File: config.mk
export PLATFORM = sky130hd
export DESIGN_NAME = rvfi_trace_top
export DESIGN_NICKNAME = d
export VERILOG_FILES = /design/src/hdl/rvfi_pkg.sv /design/src/hdl/trap_capture.sv /design/src/hdl/rvfi_retire.sv /design/src/hdl/rvfi_trap_checker.sv /design/src/hdl/rvfi_trace_top.sv
export VERILOG_INCLUDE_DIRS = /design/src /design/src/hdl
export SDC_FILE = /design/constraint.sdc
export NUM_CORES = 1
export LEC_CHECK = 0
export BUFFER_PORTS_ARGS = -buffer_cell sky130_fd_sc_hd__clkbuf_2
export CAP_MARGIN = 25
export CORE_MARGIN = 4
export CORE_UTILIZATION = 52
export CTS_CLUSTER_SIZE = 30
export DETAILED_ROUTE_END_ITERATION = 7
export PLACE_DENSITY = 0.78
export REMOVE_ABC_BUFFERS = 1
export SLEW_MARGIN = 20
export SYNTH_ARGS = -nofsm -noshare
export SYNTH_HDL_FRONTEND = slang
export SYNTH_HIERARCHICAL = 1
export SYNTH_SLANG_ARGS = --single-unit
File: constraint.sdc
create_clock -name clk_i -period 1.94 [get_ports clk_i]
set_input_delay 0.194 -clock clk_i [delete_from_list [all_inputs] [get_ports clk_i]]
set_output_delay 0.194 -clock clk_i [all_outputs]
set_load 0.01 [all_outputs]
File: src/hdl/rvfi_params.svh
/*
 * Retirement trace unit parameters
 * Widths, pipeline depth, debug cause codes and checker rule indices
 */
`ifndef RVFI_PARAMS_SVH
`define RVFI_PARAMS_SVH

// Register and cause widths
`define RVFI_XLEN 32
`define RVFI_NSTAGES 4
`define RVFI_ECAUSE_W 6
`define RVFI_DCAUSE_W 3
`define RVFI_TRAP_W 12

// Debug cause code reported for single step entry
`define DBG_CAUSE_STEP 3'h4

// Bit positions in the checker error vector
`define CHK_NUM_RULES 5
`define CHK_TRAP_NO_INTR 0
`define CHK_TRAP_NO_DBG 1
`define CHK_DBG_CAUSE 2
`define CHK_STEP_CAUSE 3
`define CHK_STEP_NO_TRAP 4
`endif

File: src/hdl/rvfi_pkg.sv
/*
 * Retirement trace types
 * Holds the trap word shared by retirement, checker and top level
 */
`include "rvfi_params.svh"

package rvfi_pkg;

  //////////////////////////////////////////////////////////////////////
  // Trap word
  //////////////////////////////////////////////////////////////////////

  // The raw view serves the any-trap test and storage
  // Field layout from LSB: trap, exception, debug, exception cause, debug cause
  typedef union packed {
    logic [`RVFI_TRAP_W-1:0] raw;
    struct packed {
      logic [`RVFI_DCAUSE_W-1:0] debug_cause;
      logic [`RVFI_ECAUSE_W-1:0] exception_cause;
      logic                      debug;
      logic                      exception;
      logic                      trap;
    } f;
  } rvfi_trap_u;

endpackage

File: src/hdl/trap_capture.sv
/*
 * Trap capture slots
 * Records trap-entry and debug-entry acknowledges against the IF instruction
 * and shifts one slot per stage down to WB on every pipeline step
 */
`timescale 1ns/1ps
`include "rvfi_params.svh"

module trap_capture (
  input  logic                      clk_i,
  input  logic                      rst_ni,
  input  logic                      step_i,
  input  logic                      fetch_valid_i,
  input  logic                      irq_ack_i,
  input  logic                      dbg_ack_i,
  input  logic [`RVFI_DCAUSE_W-1:0] dbg_cause_i,
  output logic                      wb_valid_o,
  output logic                      wb_intr_o,
  output logic [`RVFI_DCAUSE_W-1:0] wb_dbg_o
);

  // Slot 0 is IF, slot RVFI_NSTAGES-1 is WB
  logic [`RVFI_NSTAGES-1:0]                     valid_q, valid_d;
  logic [`RVFI_NSTAGES-1:0]                     intr_q, intr_d;
  logic [`RVFI_NSTAGES-1:0][`RVFI_DCAUSE_W-1:0] dbg_q, dbg_d;

  //////////////////////////////////////////////////////////////////////
  // Next slot contents
  //////////////////////////////////////////////////////////////////////

  always_comb begin
    valid_d = valid_q;
    intr_d  = intr_q;
    dbg_d   = dbg_q;

    // On a step every record moves one stage toward WB
    // The old WB record has retired and is overwritten here
    if (step_i) begin
      for (int s = `RVFI_NSTAGES - 1; s > 0; s--) begin
        valid_d[s] = valid_q[s-1];
        intr_d[s]  = intr_q[s-1];
        dbg_d[s]   = dbg_q[s-1];
      end
      // A new fetch enters IF with no events yet
      valid_d[0] = fetch_valid_i;
      intr_d[0]  = 1'b0;
      dbg_d[0]   = '0;
    end

    // Acknowledges land in IF after the shift, so with a step in the
    // same cycle they belong to the instruction that just entered IF
    if (irq_ack_i) begin
      intr_d[0] = 1'b1;
    end
    if (dbg_ack_i) begin
      dbg_d[0] = dbg_cause_i;
    end
  end

  always_ff @(posedge clk_i or negedge rst_ni) begin
    if (!rst_ni) begin
      valid_q <= '0;
      intr_q  <= '0;
      dbg_q   <= '0;
    end else begin
      valid_q <= valid_d;
      intr_q  <= intr_d;
      dbg_q   <= dbg_d;
    end
  end

  // The WB slot feeds retirement
  assign wb_valid_o = valid_q[`RVFI_NSTAGES-1];
  assign wb_intr_o  = intr_q[`RVFI_NSTAGES-1];
  assign wb_dbg_o   = dbg_q[`RVFI_NSTAGES-1];

endmodule

File: src/hdl/rvfi_retire.sv
/*
 * Retirement record
 * Builds the trap word from WB events and registers the trace record
 * on each retiring step, alongside the mcause shadow
 */
`timescale 1ns/1ps
`include "rvfi_params.svh"

module rvfi_retire import rvfi_pkg::*; (
  input  logic                      clk_i,
  input  logic                      rst_ni,
  input  logic                      step_i,
  input  logic                      wb_valid_i,
  input  logic                      wb_intr_i,
  input  logic [`RVFI_DCAUSE_W-1:0] wb_dbg_i,
  input  logic                      wb_exc_i,
  input  logic [`RVFI_ECAUSE_W-1:0] wb_exc_cause_i,
  input  logic                      wb_dbg_trap_i,
  input  logic [`RVFI_DCAUSE_W-1:0] wb_dbg_trap_cause_i,
  input  logic                      irq_ack_i,
  input  logic [`RVFI_ECAUSE_W-1:0] irq_cause_i,
  input  logic                      debug_mode_i,
  output logic                      rvfi_valid_o,
  output rvfi_trap_u                rvfi_trap_o,
  output logic                      rvfi_intr_o,
  output logic [`RVFI_DCAUSE_W-1:0] rvfi_dbg_o,
  output logic [`RVFI_XLEN-1:0]     rvfi_mcause_o
);

  rvfi_trap_u               trap_d;
  logic                     retire;
  logic [`RVFI_XLEN-1:0]    mcause_q;

  // Causes only show up when their event is present
  always_comb begin
    trap_d.f.exception       = wb_exc_i;
    trap_d.f.debug           = wb_dbg_trap_i;
    trap_d.f.trap            = wb_exc_i | wb_dbg_trap_i;
    trap_d.f.exception_cause = wb_exc_i ? wb_exc_cause_i : '0;
    trap_d.f.debug_cause     = wb_dbg_trap_i ? wb_dbg_trap_cause_i : '0;
  end

  assign retire = step_i & wb_valid_i;

  //////////////////////////////////////////////////////////////////////
  // Control and CSR shadow
  //////////////////////////////////////////////////////////////////////

  always_ff @(posedge clk_i or negedge rst_ni) begin
    if (!rst_ni) begin
      rvfi_valid_o  <= 1'b0;
      mcause_q      <= '0;
      rvfi_mcause_o <= '0;
    end else begin
      rvfi_valid_o <= retire;
      // Debug mode entry leaves mcause untouched
      if (irq_ack_i && !debug_mode_i) begin
        mcause_q <= {{(`RVFI_XLEN - `RVFI_ECAUSE_W){1'b0}}, irq_cause_i};
      end
      // The record shows mcause as it stood on the retiring step
      if (retire) begin
        rvfi_mcause_o <= mcause_q;
      end
    end
  end

  // Record payload, only meaningful while rvfi_valid_o is high
  always_ff @(posedge clk_i) begin
    if (retire) begin
      rvfi_trap_o <= trap_d;
      rvfi_intr_o <= wb_intr_i;
      rvfi_dbg_o  <= wb_dbg_i;
    end
  end

endmodule

File: src/hdl/rvfi_trap_checker.sv
/*
 * Trace consistency checker
 * Compares each retired record with the one before it and raises a
 * sticky flag for every rule that the event stream breaks
 */
`timescale 1ns/1ps
`include "rvfi_params.svh"

module rvfi_trap_checker import rvfi_pkg::*; (
  input  logic                      clk_i,
  input  logic                      rst_ni,
  input  logic                      rvfi_valid_i,
  input  rvfi_trap_u                rvfi_trap_i,
  input  logic                      rvfi_intr_i,
  input  logic [`RVFI_DCAUSE_W-1:0] rvfi_dbg_i,
  input  logic [`RVFI_XLEN-1:0]     rvfi_mcause_i,
  input  logic                      debug_mode_i,
  input  logic                      nmi_pending_i,
  output logic [`CHK_NUM_RULES-1:0] err_o
);

  // Trap word of the last retired record
  rvfi_trap_u prev_q;

  // Conditions that must hold from the last record up to this one
  logic no_dbg_q;
  logic no_nmi_q;
  logic held_no_dbg;
  logic held_no_nmi;
  logic mcause_ok;

  logic [`CHK_NUM_RULES-1:0] viol;

  // Include the current cycle in the window
  assign held_no_dbg = no_dbg_q & ~debug_mode_i;
  assign held_no_nmi = no_nmi_q & ~nmi_pending_i;

  // Handler entry must report the cause the trapping record carried
  assign mcause_ok = rvfi_mcause_i[`RVFI_ECAUSE_W-1:0] == prev_q.f.exception_cause;

  //////////////////////////////////////////////////////////////////////
  // Rules
  //////////////////////////////////////////////////////////////////////

  always_comb begin
    viol = '0;

    // Any trap without debug in between must be followed by handler entry,
    // and an exception without NMI in between must also match mcause
    viol[`CHK_TRAP_NO_INTR] = ((|prev_q.raw) && held_no_dbg && !rvfi_intr_i) ||
                              (prev_q.f.exception && held_no_dbg && held_no_nmi &&
                               (!rvfi_intr_i || !mcause_ok));

    // Debug trap must be followed by a debug entry record
    viol[`CHK_TRAP_NO_DBG] = prev_q.f.debug && (rvfi_dbg_i == '0);

    // ... with the same cause
    viol[`CHK_DBG_CAUSE] = prev_q.f.debug && (rvfi_dbg_i != prev_q.f.debug_cause);

    // Exception together with debug can only come from single step
    viol[`CHK_STEP_CAUSE] = rvfi_trap_i.f.exception && rvfi_trap_i.f.debug &&
                            (rvfi_trap_i.f.debug_cause != `DBG_CAUSE_STEP);

    // Step entry needs a step trap first, unless an interrupt took over
    viol[`CHK_STEP_NO_TRAP] = (rvfi_dbg_i == `DBG_CAUSE_STEP) &&
                              (prev_q.f.debug_cause != `DBG_CAUSE_STEP) &&
                              !rvfi_intr_i;
  end

  //////////////////////////////////////////////////////////////////////
  // History and sticky flags
  //////////////////////////////////////////////////////////////////////

  always_ff @(posedge clk_i or negedge rst_ni) begin
    if (!rst_ni) begin
      prev_q   <= '0;
      no_dbg_q <= 1'b0;
      no_nmi_q <= 1'b0;
      err_o    <= '0;
    end else begin
      if (rvfi_valid_i) begin
        prev_q   <= rvfi_trap_i;
        // A new window opens at this record
        no_dbg_q <= ~debug_mode_i;
        no_nmi_q <= ~nmi_pending_i;
        err_o    <= err_o | viol;
      end else begin
        no_dbg_q <= held_no_dbg;
        no_nmi_q <= held_no_nmi;
      end
    end
  end

endmodule

File: src/hdl/rvfi_trace_top.sv
/*
 * Retirement trace unit top level
 * Connects trap capture, record retirement and the consistency checker
 */
`timescale 1ns/1ps
`include "rvfi_params.svh"

module rvfi_trace_top import rvfi_pkg::*; (
  input  logic                      clk_i,
  input  logic                      rst_ni,
  input  logic                      step_i,
  input  logic                      fetch_valid_i,
  input  logic                      irq_ack_i,
  input  logic [`RVFI_ECAUSE_W-1:0] irq_cause_i,
  input  logic                      dbg_ack_i,
  input  logic [`RVFI_DCAUSE_W-1:0] dbg_cause_i,
  input  logic                      debug_mode_i,
  input  logic                      nmi_pending_i,
  input  logic                      wb_exc_i,
  input  logic [`RVFI_ECAUSE_W-1:0] wb_exc_cause_i,
  input  logic                      wb_dbg_trap_i,
  input  logic [`RVFI_DCAUSE_W-1:0] wb_dbg_trap_cause_i,
  output logic                      rvfi_valid_o,
  output rvfi_trap_u                rvfi_trap_o,
  output logic                      rvfi_intr_o,
  output logic [`RVFI_DCAUSE_W-1:0] rvfi_dbg_o,
  output logic [`RVFI_XLEN-1:0]     rvfi_mcause_o,
  output logic [`CHK_NUM_RULES-1:0] err_o
);

  // WB slot from capture into retirement
  logic                      wb_valid;
  logic                      wb_intr;
  logic [`RVFI_DCAUSE_W-1:0] wb_dbg;

  trap_capture capture_i (
    .clk_i, .rst_ni, .step_i, .fetch_valid_i, .irq_ack_i, .dbg_ack_i, .dbg_cause_i,
    .wb_valid_o (wb_valid),
    .wb_intr_o  (wb_intr),
    .wb_dbg_o   (wb_dbg)
  );

  rvfi_retire retire_i (
    .clk_i, .rst_ni, .step_i,
    .wb_valid_i (wb_valid),
    .wb_intr_i  (wb_intr),
    .wb_dbg_i   (wb_dbg),
    .wb_exc_i, .wb_exc_cause_i, .wb_dbg_trap_i, .wb_dbg_trap_cause_i,
    .irq_ack_i, .irq_cause_i, .debug_mode_i,
    .rvfi_valid_o, .rvfi_trap_o, .rvfi_intr_o, .rvfi_dbg_o, .rvfi_mcause_o
  );

  // The checker watches the same trace that leaves the top level
  rvfi_trap_checker checker_i (
    .clk_i, .rst_ni,
    .rvfi_valid_i  (rvfi_valid_o),
    .rvfi_trap_i   (rvfi_trap_o),
    .rvfi_intr_i   (rvfi_intr_o),
    .rvfi_dbg_i    (rvfi_dbg_o),
    .rvfi_mcause_i (rvfi_mcause_o),
    .debug_mode_i, .nmi_pending_i, .err_o
  );

endmodule

After elaboration in Yosys (flattened, before gate mapping). Index checks and enable logic that the tools add are counted.

Register bits: 68. Input bits: 28. Output and inout port bits: 54. Logic and storage cells: 58.

Equality and inequality tests: 5. Muxes and demuxes: 6. Bitwise gates (word level): 7. Reduce and logical (&&, ||, !) cells: 21.

Operator list (count): logical AND 1 bit (12); OR reduction 12 bit (1); == test 6 bit (1); 2-to-1 mux 3 bit (2); != test 3 bit (second input constant) (2); bitwise OR 5 bit (1); 2-to-1 mux 1 bit (4); nonzero test 2 bit (2); bitwise AND 1 bit (3); == test 3 bit (second input constant) (1); logical NOT 1 bit (3); logical NOT 3 bit (1); != test 3 bit (1); logical OR 1 bit (2); NOT 1 bit (2); bitwise OR 1 bit (1).

Longest topological paths before layout. Gate-level depths: netlist of run 1.

Depth in word-level cells: 7. Gate-level depth with buffers: 4. Gate-level depth less buffers: 4.

Hierarchy. Netlist of run 1, hierarchy kept.

By module, submodules not included: rvfi_retire (instances 1, cells each 82, area an instance 1260.0 um^2, seq. area each 805.8 um^2); rvfi_trap_checker (instances 1, cells each 67, area an instance 848.3 um^2, seq. area each 475.5 um^2); trap_capture (instances 1, cells each 47, area an instance 809.5 um^2, seq. area each 500.5 um^2).

Least setup slack after synthesis of run 1. OpenSTA, ideal clock, no wires.

Path kind: register to register. Start point: register retire_i.rvfi_mcause_o[5]. End point: register checker_i.err_o[0]. Setup time: 120 ps. Arrival time: 1269 ps. Data required time: 1820 ps. Setup slack: 551 ps. Stages on the path, launching flop included: 4. Buffers on the path: 0. Period minus slack after synthesis: 1389 ps. Cell sequence: dfrtp_1 -> xor2_1 -> or4_1 -> a31o_1.

Word-level cells in the longest chain between the ends: 6.

RTL lines: from (decl) (RTL line rvfi_retire.sv:27) `` output logic [`RVFI_XLEN-1:0] rvfi_mcause_o ``; from (signal assigned) (RTL line rvfi_retire.sv:62) `rvfi_mcause_o <= mcause_q;`; == test 6 bit (RTL line rvfi_trap_checker.sv:39) `` assign mcause_ok = rvfi_mcause_i[`RVFI_ECAUSE_W-1:0] == prev_q.f.exception_cause; ``; logical NOT 1 bit (RTL line rvfi_trap_checker.sv:52) `(!rvfi_intr_i || !mcause_ok));`; logical OR 1 bit (RTL line rvfi_trap_checker.sv:52); logical AND 1 bit (RTL line rvfi_trap_checker.sv:51) `(prev_q.f.exception && held_no_dbg && held_no_nmi &&`; logical OR 1 bit (RTL line rvfi_trap_checker.sv:50) `` viol[`CHK_TRAP_NO_INTR] = ((|prev_q.raw) && held_no_dbg && !rvfi_intr_i) || ``; bitwise OR 5 bit (RTL line rvfi_trap_checker.sv:86) `err_o <= err_o | viol;`; to (signal assigned) (RTL line rvfi_trap_checker.sv:86); to (decl) (RTL line rvfi_trap_checker.sv:19) `` output logic [`CHK_NUM_RULES-1:0] err_o ``.

Every way passes these cells. A chain may end at the register's enable or synchronous reset.

Worst setup path in the final report of run 1.
Start point: register retire_i.rvfi_valid_o. End point: output port rvfi_valid_o.

RTL lines: from (decl) (RTL line rvfi_retire.sv:23) `output logic rvfi_valid_o,`; from (signal assigned) (RTL line rvfi_retire.sv:55) `rvfi_valid_o <= retire;`; to (decl) (RTL line rvfi_trace_top.sv:23) `output logic rvfi_valid_o,`.

No word-level cell between the ends.

==> run metrics, run 1 <==
outcome=finished, final reports clean; Mapped Area=approximately 2900 sq um; die height=just over 80 um; postcts setup bufs=0; number of global-route vias before repair=about 1700; # IOs=82; number of diodes=0; PortBufs=55; DR pass1 iterations=4; total chip power=3940 uW; gr usage total=15.6%; fin cells=approximately 330; TritonCTS clock tree=built; Worst-path clk slew=70 ps; DIE AREA=6870 sq um; number of synthesized flops with an enable pin=16; antenna violations before repair=0; Initial Utilization=53.3%; # fillers=~430; critical path buffer and inverter count=1; Reg area=about 1800 sq um; fin nets=between 200 and 300; Final min period=1580 ps; DRC=0; pwr/cell area=between 1000 and 1500 nW/um^2; wirelength, routed=5.02 mm; Area Growth Syn to Fin=14.0%; Slew @ Worst Pin=709 ps; ys async rst share=76.5%; clock latency on the worst-skew pair=340 ps; clock sink count=68; Crit-path slowest cell=dfrtp_1; hpwl dp=~3.7 mm; Reg-to-Reg End=checker_i/err_o[0]; Max VDD drop=0.493 mV; crit-path max FO=20; register bit count reported by yosys=between 60 and 70; first-pass GRT wire length=between 8 and 9 mm; Final Cycle Share=81.7%; Crit. End Element=primary output; Num CTS Buffers=9; post-DR vias/cell=4.82; final setup violation count=0; crit start category=flop; Top delay family on crit path=flip-flops; sequential share of the synthesized area=61.1%; number of H-tree levels=3; R2R cell count=4; FP Rows=27; worst slack, placed=slightly below 500 ps; RSZ-0062 raised after global routing=false; CP max stage delay=800 ps; initial detailed-routing violation count=133; largest net degree at the start of global routing=31; WL/cell=15.1 um; antenna-violating nets left=0; Leakage=0.00154 uW; Post-Route Skew=~9 ps; Stages on worst setup path=1; vias=1606; gr ovfl total=0; Root Driver=clkbuf_8; f_max=631 MHz; core footprint=5470 sq um; Setup TNS=0 ps; Hold Startpoint=nmi_pending_i; WHS Path Cells=2; share of layout cells above drive strength 1=44.1%; Die X=82.9 um; Min-Delay Path Class=in2reg; relative max-transition margin=52.7%; dpl cells=316; Synth cell types=31; worst endpoint data arrival time=about 1400 ps; CP Class=reg2out; area of the multi-input gates=952 sq um; Setup WS post-layout=355 ps; CP required=roughly 1800 ps; Cell Chain, Critical Path=clkbuf_2; Final Max Tran Viols=0; prevailing post-synth register cell=dfrtp_1; Mapped Cells=196; final hold vios=0; Max Root-Sink Buffers=2; GPL Wtd Cong=0.761; FF-to-FF Start=checker_i/prev_q[6]; max-cap violation count=0; Avg Cell Area, Syn=14.9 sq um; YS warnings=6; Worst Hold Path EP=checker_i/no_nmi_q; R2R Setup Slk=460 ps
-- layout make-up --
class,instances,area share [%]
well taps,72,2.71
flip-flops and latches,68,53.6
clock inverters,7,1.73
inverters,2,0.226
clock buffers,9,3.72
repair buffers,58,9.41
multi-input cells,117,28.6
-- metrics by stage --
step / instance area [sq um] / util [%] / hold WS (ps)
finish: 3330 / 60.8 / 10.4
detailed placement: 3130 / 57.3 / 228
CTS: 3330 / 60.8 / 3.80
global placement: 3130 / 57.3 / 228
global route: 3330 / 60.8 / 14.7
floorplan: 2740 / - / -102
-- synthesized netlist by cell type (2+ instances only) --
cell type	n	area, sq um
nand2_1	3	11.3
edfxtp_1	16	480
buf_2	2	10.0
nor4_1	2	12.5
mux2_4	15	225
nand4_1	2	12.5
a31o_2	3	26.3
buf_6	2	22.5
and2_1	9	56.3
a22o_1	3	26.3
inv_1	2	7.51
xor2_1	3	26.3
nor2_1	8	30.0
xnor2_1	6	52.6
dfrtp_1	52	1300
mux2_2	25	282
buf_4	29	218
-- state kept, by name, indices dropped and copies added (netlist names), 4 cells and up --
name	flops
checker_i/err_o	5
checker_i/prev_q	12
retire_i/mcause_q	6
retire_i/rvfi_mcause_o	6
capture_i/dbg_q	9
capture_i/intr_q	4
retire_i/rvfi_trap_o	12
capture_i/valid_q	4
-- metal layers --
| layer | GRT usage [%] | up-vias | share of wire, % |
|---|---|---|---|
| met5 | 0 | - | 0 |
| met4 | 7.13 | 0 | 1.9 |
| met3 | 5.06 | 7 | 6.3 |
| met2 | 23.5 | 64 | 46 |
| met1 | 20.4 | 783 | 46 |
| li1 | - | 752 | - |
-- worst max-delay path by stage --
stage                                          from                 end  slack [ps]
after global routing          retire_i/rvfi_valid_o        rvfi_valid_o         280
after floorplan           retire_i/rvfi_mcause_o[5]  checker_i/err_o[0]         550
after detailed placement        checker_i/prev_q[6]  checker_i/err_o[0]         490
after CTS                     retire_i/rvfi_valid_o        rvfi_valid_o         310
after global placement          checker_i/prev_q[6]  checker_i/err_o[0]         530
final                         retire_i/rvfi_valid_o        rvfi_valid_o         360
-- power by group --
part	leakage (uW)	switching (uW)	internal [uW]
combinational	0.000680	342	455
sequential	0.000771	262	1800
clock	0.0000892	508	573
-- layout by cell type (no fill, tap or decap), types with 4 or more instances in the layout --
cell type	synthesis	routed
xnor2_1	6	6
mux2_4	15	15
nor2_1	8	8
dfrtp_1	52	52
mux2_2	25	25
clkbuf_2	0	55
edfxtp_1	16	16
conb_1	1	26
clkbuf_8	0	9
and2_1	9	9
clkinv_1	0	4
-- timing repair --
item                                   in CTS  in global routing
hold buffers                                1                  0
gates resized for setup                     0                  0
setup endpoints to repair                   0                  0
endpoints found under the hold margin      22                  0
-- kinds of logic after synthesis --
logic type | synth area share [%]
compound gates | 2.96
buf+inv | 9.52
xor+xnor | 2.70
simple gates | 6.26
other cells | 0.129
flops | 61.1
mux | 17.4
No activity file was read; power rests on OpenSTA's default activity.
==> run 2: changes to the inputs <==
- CORE_UTILIZATION: 52 -> 47
- PLACE_DENSITY: 0.78 -> 0.74
- clock period: 1.94 -> 1.3 ns (I/O delays scaled with it)
==> run 2 against run 1 <==
Sequential power up 46%. First-iteration DRC count fell by 58%. Routed wire length increased by 1.8%. Via count is 3.1% higher. Final cell count grew 6.6%. Clock power up 47%. Highest routed layer unchanged. Critical path depth grew 3. Die area rose by 9.6%. Critical path type is now reg2reg. The flow now finishes with violations (negative setup slack). Worst hold slack improved by 13 ps. Register-to-register slack got worse by 590 ps. Combinational power is 95% higher.
==> run metrics, run 2 (synthesized netlist as in run 1, its figures left out) <==
gr usage total=14.3% (was 15.6%); Area Growth Syn to Fin=19.5% (was 14.0%); post-layout util=58.5% (was 60.8%); DR pass1 iterations=4 (unchanged); worst endpoint data arrival time=1650 ps (was 1390 ps); gr ovfl total=0 (unchanged); Final Max Tran Viols=0 (unchanged); Post-Route Skew=6.60 ps (was 8.83 ps); DIE AREA=7530 sq um (was 6870 sq um); crit-path max FO=2 (was 20); WL/cell=14.4 um (was 15.1 um); Hold Startpoint=irq_cause_i[2] (was nmi_pending_i); total chip power=6140 uW (was 3940 uW); minimum hold slack=23.7 ps (was 10.4 ps); GPL Wtd Cong=0.690 (was 0.761); final hold vios=0 (unchanged); FF-to-FF Start=retire_i/rvfi_mcause_o[2] (was checker_i/prev_q[6]); # IOs=82 (unchanged); outcome=finished, violations left (was finished, final reports clean); Final Cycle Share=110%; Die X=86.8 um (was 82.9 um); share of layout cells above drive strength 1=46.8% (was 44.1%); Worst-path clk slew=60 ps (was 70 ps); max-cap violation count=0 (unchanged); hpwl dp=3.94 mm (was 3.70 mm); Max Root-Sink Buffers=2 (unchanged); Root Driver=clkbuf_8 (unchanged); crit path from=retire_i/rvfi_mcause_o[2] (was retire_i/rvfi_valid_o); worst slack, placed=-147 ps (was 490 ps); RSZ-0062 raised after global routing=true (was false); Leakage=0.00164 uW (was 0.00154 uW); final setup violation count=1 (was 0); pwr/cell area=1760 nW/um^2 (was 1180 nW/um^2); core footprint=5960 sq um (was 5470 sq um); first-pass GRT wire length=8.06 mm (was 8.33 mm); Max Used Layer=met4 (unchanged); Final min period=1430 ps; DRC=0 (unchanged); Reg-to-Reg End=checker_i/err_o[0] (unchanged); Top Registers=checker_i/prev_q x12, retire_i/rvfi_trap_o x12, capture_i/dbg_q x9 (unchanged); CP Class=reg2reg (was reg2out); clock sink count=68 (unchanged); R2R cell count=4 (unchanged); # fillers=494 (was 433); WHS Path Cells=2 (unchanged); R2R Setup Slk=-130 ps (was 460 ps); Initial Utilization=49.0% (was 53.3%); commonest non-fill, non-tap cell in the layout=clkbuf_2 (unchanged); wirelength, routed=5.11 mm (was 5.02 mm); antenna-violating nets left=0 (unchanged); vias=1655 (was 1606); largest net degree at the start of global routing=53 (was 31); routed wl met3=304 um (was 318 um); Min-Delay Path Class=in2reg (unchanged); Setup WS post-layout=-130 ps (was 355 ps); Max VDD drop=0.950 mV (was 0.493 mV); post-DR vias/cell=4.66 (was 4.82); number of diodes=0 (unchanged); number of H-tree levels=3 (unchanged); CP required=1520 ps (was 1750 ps); clock latency on the worst-skew pair=330 ps (was 340 ps); M1 wire length=2.18 mm (was 2.32 mm); failing checks=negative setup slack; met2 wire len=2.53 mm (was 2.29 mm); TritonCTS clock tree=built (unchanged); PortBufs=55 (unchanged); f_max=roughly 700 MHz; crit start category=flop (unchanged); fin nets=303 (was 284); Num CTS Buffers=9 (unchanged); die height=86.8 um (was 82.9 um); antenna violations before repair=0 (unchanged); most frequent cells in the layout=clkbuf_2, dfrtp_1, conb_1 (unchanged); FP Rows=28 (was 27); initial detailed-routing violation count=56 (was 133); Worst Hold Path EP=retire_i/mcause_q[2] (was checker_i/no_nmi_q); Crit. End Element=flop (was primary output); number of global-route vias before repair=1707 (was 1664)
run 2: area by class of cell:
type,count,area (sq um),share of cell area (%)
Clock inverter,3,38.8,1.11
Inverter,2,7.51,0.215
Multi-Input combinational cell,117,952,27.3
Timing Repair Buffer,77,473,13.6
Sequential cell,68,1780,51.1
Tap cell,75,93.8,2.69
Clock buffer,13,139,3.98
run 2: how the worst max path moves through the flow:
stage                              end  slack, ps
floorplan           checker_i/err_o[0]        -90
global route        checker_i/err_o[0]       -190
finish              checker_i/err_o[0]       -130
CTS                 checker_i/err_o[0]       -120
detailed placement  checker_i/err_o[0]       -150
global placement    checker_i/err_o[0]        -80
run 2: critical path: stages (launching register included):
cell	delay (ps)
dfrtp_1	390
xnor2_1	160
nand4_1	120
or4_1	420
a31o_1	230
run 2: per-layer routing:
metal,up-vias,GRT usage (%)
li1,793,-
met1,798,18.0
met2,55,21.9
met3,9,4.09
met4,0,8.50
met5,-,0
run 2: where the power goes:
part / switching (uW) / internal, uW / leakage, uW / total [uW]
clock: 707 / 880 / 0.0000890 / 1590
combinational: 642 / 914 / 0.000775 / 1560
sequential: 315 / 2680 / 0.000771 / 3000
total: 1660 / 4470 / 0.00164 / 6140
run 2: timing repair:
item,in CTS,in global routing
setup buffers,0,1
endpoints found under the hold margin,54,0
hold buffers,3,0
gates cloned,0,0
resized for setup,0,0
pin swaps,3,2
endpoints found under the setup margin,1,1
run 2: through the flow:
step,std cells,setup TNS (ps),cell area [sq um]
6_report,355,-130,3490
3_5_place_dp,335,-147,3270
5_1_grt,355,-189,3490
2_1_floorplan,187,-88.8,2740
4_1_cts,354,-121,3480
3_3_place_gp,335,-81.5,3270
==> run 3: changes to the inputs <==
- CORE_UTILIZATION: 47 -> 55
- PLACE_DENSITY: 0.74 -> 0.82
- clock period: 1.3 -> 1.8 ns (I/O delays scaled with it)
==> run 3 against run 2 <==
The run now ends clean. Worst setup slack gained 370 ps. Worst hold slack better by 42 ps. Routed wire length is essentially flat. Die area is 13% lower. First-iteration DRC count up 8.9%. Clock skew grew 0.94 ps. Sequential cell count unchanged. Critical path depth is 2 lower. Final cell count is 6.2% lower. Largest cell class unchanged.
==> run metrics, run 3 (synthesized netlist as in run 1, its figures left out) <==
outcome=finished, final reports clean (was finished, violations left); internal power=2920 uW (was 4470 uW); initial detailed-routing violation count=61 (was 56); GPL Wtd Cong=0.739 (was 0.690); max-cap violation count=0 (unchanged); Initial Utilization=56.8% (was 49.0%); number of diodes=0 (unchanged); switching share of power=28.9% (was 27.1%); Final Max Tran Viols=0 (unchanged); core footprint=5140 sq um (was 5960 sq um); CP required=1620 ps (was 1520 ps); Leakage=0.00153 uW (was 0.00164 uW); gr usage total=17.2% (was 14.3%); most frequent cells in the layout=clkbuf_2, dfrtp_1, conb_1 (unchanged); worst slack, placed=363 ps (was -147 ps); f_max=639 MHz; pwr/cell area=1240 nW/um^2 (was 1760 nW/um^2); Min-Delay Path Class=in2reg (unchanged); FP Rows=26 (was 28); number of H-tree levels=3 (unchanged); clock sink count=68 (unchanged); worst endpoint data arrival time=1380 ps (was 1650 ps); PortBufs=55 (unchanged); Post-Route Skew=7.54 ps (was 6.60 ps); relative max-transition margin=between 50% and 60%; CP max stage delay=630 ps (was 420 ps); final setup violation count=0 (was 1); # IOs=82 (unchanged); Die X=80.8 um (was 86.8 um); CP Class=reg2out (was reg2reg); Area Growth Syn to Fin=13.0% (was 19.5%); RSZ-0062 raised after global routing=false (was true); die height=80.8 um (was 86.8 um); postcts setup bufs=0 (unchanged); placed cell area=3130 sq um (was 3270 sq um); commonest non-fill, non-tap cell in the layout=clkbuf_2 (unchanged); clock network power share=24.6% (was 25.9%); critical path buffer and inverter count=2 (was 0); Setup WS post-layout=236 ps (was -130 ps); Final Cycle Share=86.9%; vias=1622 (was 1655); share of layout cells above drive strength 1=43.3% (was 46.8%); hold buffers post-CTS=2 (was 3); fin nets=286 (was 303); Max Root-Sink Buffers=2 (unchanged); Final min period=1560 ps; Crit. End Element=primary output (was flop); FF-to-FF Start=checker_i/prev_q[5] (was retire_i/rvfi_mcause_o[2]); antenna violations before repair=0 (unchanged); post-DR vias/cell=4.87 (was 4.66); first-pass GRT wire length=8.27 mm (was 8.06 mm); crit path from=retire_i/rvfi_valid_o (was retire_i/rvfi_mcause_o[2]); minimum hold slack=65.9 ps (was 23.7 ps); largest net degree at the start of global routing=53 (unchanged); final hold vios=0 (unchanged); Slew @ Worst Pin=640 ps; crit start category=flop (unchanged); Cell Chain, Critical Path=buf_4 > clkbuf_2 (was xnor2_1 > nand4_1 > or4_1 > a31o_1); sw power=1190 uW (was 1660 uW); crit-path max FO=12 (was 2); DR pass1 iterations=3 (was 4); DRC=0 (unchanged); R2R Setup Slk=350 ps (was -130 ps); Setup TNS=0 ps (was -130 ps); clock latency on the worst-skew pair=330 ps (about the same); gr ovfl total=0 (unchanged); # fillers=408 (was 494); antenna-violating nets left=0 (unchanged); hpwl dp=3.69 mm (was 3.94 mm); number of global-route vias before repair=1696 (was 1707); WL/cell=15.3 um (was 14.4 um); Crit-path slowest cell=dfrtp_1 (was or4_1); wirelength, routed=5.11 mm (about the same); Num CTS Buffers=9 (unchanged); Root Driver=clkbuf_8 (unchanged); Top delay family on crit path=flip-flops (was simple AND/OR/NAND/NOR gates); Final Instance Area=3300 sq um (was 3490 sq um); Top Registers=checker_i/prev_q x12, retire_i/rvfi_trap_o x12, capture_i/dbg_q x9 (unchanged); combinational group share of total power=21.4% (was 25.4%); TritonCTS clock tree=built (unchanged); Seq pwr share=54.0% (was 48.8%); DIE AREA=6530 sq um (was 7530 sq um); Worst-path clk slew=70 ps (was 60 ps); Hold Startpoint=irq_ack_i (was irq_cause_i[2]); post-CTS resize count=0 (unchanged); Max VDD drop=0.603 mV (was 0.950 mV)
-- run 3: changes by cell type in the layout (fill, tap and decap cells not counted) --
cell	before	now
buf_4	17	3
buf_12	2	0
clkinv_1	1	3
bufinv_16	1	0
clkbuf_1	4	3
dlygate4sd3_1	3	2
-- run 3: layer usage --
layer	vias to the layer above	part of all wire [%]	track usage [%]
li1	749	-	-
met1	813	43	22.5
met2	56	49	26.0
met3	4	7.0	6.87
met4	0	1.0	6.08
met5	-	0	0
-- run 3: path summary, 6_finish.rpt --
| path | to | depth (start not counted) |
|---|---|---|
| worst min-delay path | capture_i/intr_q[0] | 2 |
| min in group asynchronous | retire_i/mcause_q[1] | 3 |
| worst max register to register | checker_i/err_o[0] | 4 |
| worst max-delay path | rvfi_valid_o | 2 |
| worst min register to register | retire_i/rvfi_dbg_o[2] | 0 |
| max in group asynchronous | retire_i/mcause_q[3] | 3 |
-- run 3: power by group through the flow --
| stage | registers (uW) | clock network (uW) | logic, uW |
|---|---|---|---|
| final | 2210 | 1010 | 878 |
| after global routing | 2270 | 1100 | 960 |
| after CTS | 2220 | 1030 | 891 |
| after detailed placement | 2250 | 0 | 883 |
| after global placement | 2220 | 0 | 853 |
| after floorplan | 2250 | 0 | 508 |
-- run 3: worst register-to-register path, cell delays in order (launching register included) --
cell	delay [ps]
dfrtp_1	420
xnor2_1	170
nand4_1	120
or4_1	410
a31o_1	230
-- run 3: through the flow --
stage	power (uW)	util, %	std cells
floorplan	2750	-	187
global placement	3080	60.8	315
CTS	4140	64.2	333
detailed placement	3130	60.8	315
global route	4330	64.2	333
finish	4100	64.2	333
-- run 3: layout make-up --
cell class	count	area (sq um)	area share [%]
tap	70	87.6	2.66
clock buffer	12	135	4.10
inverter	2	7.51	0.228
timing repair buffer	60	318	9.64
clock inverter	4	16.3	0.493
sequential	68	1780	54.0
multi-input combinational	117	952	28.9
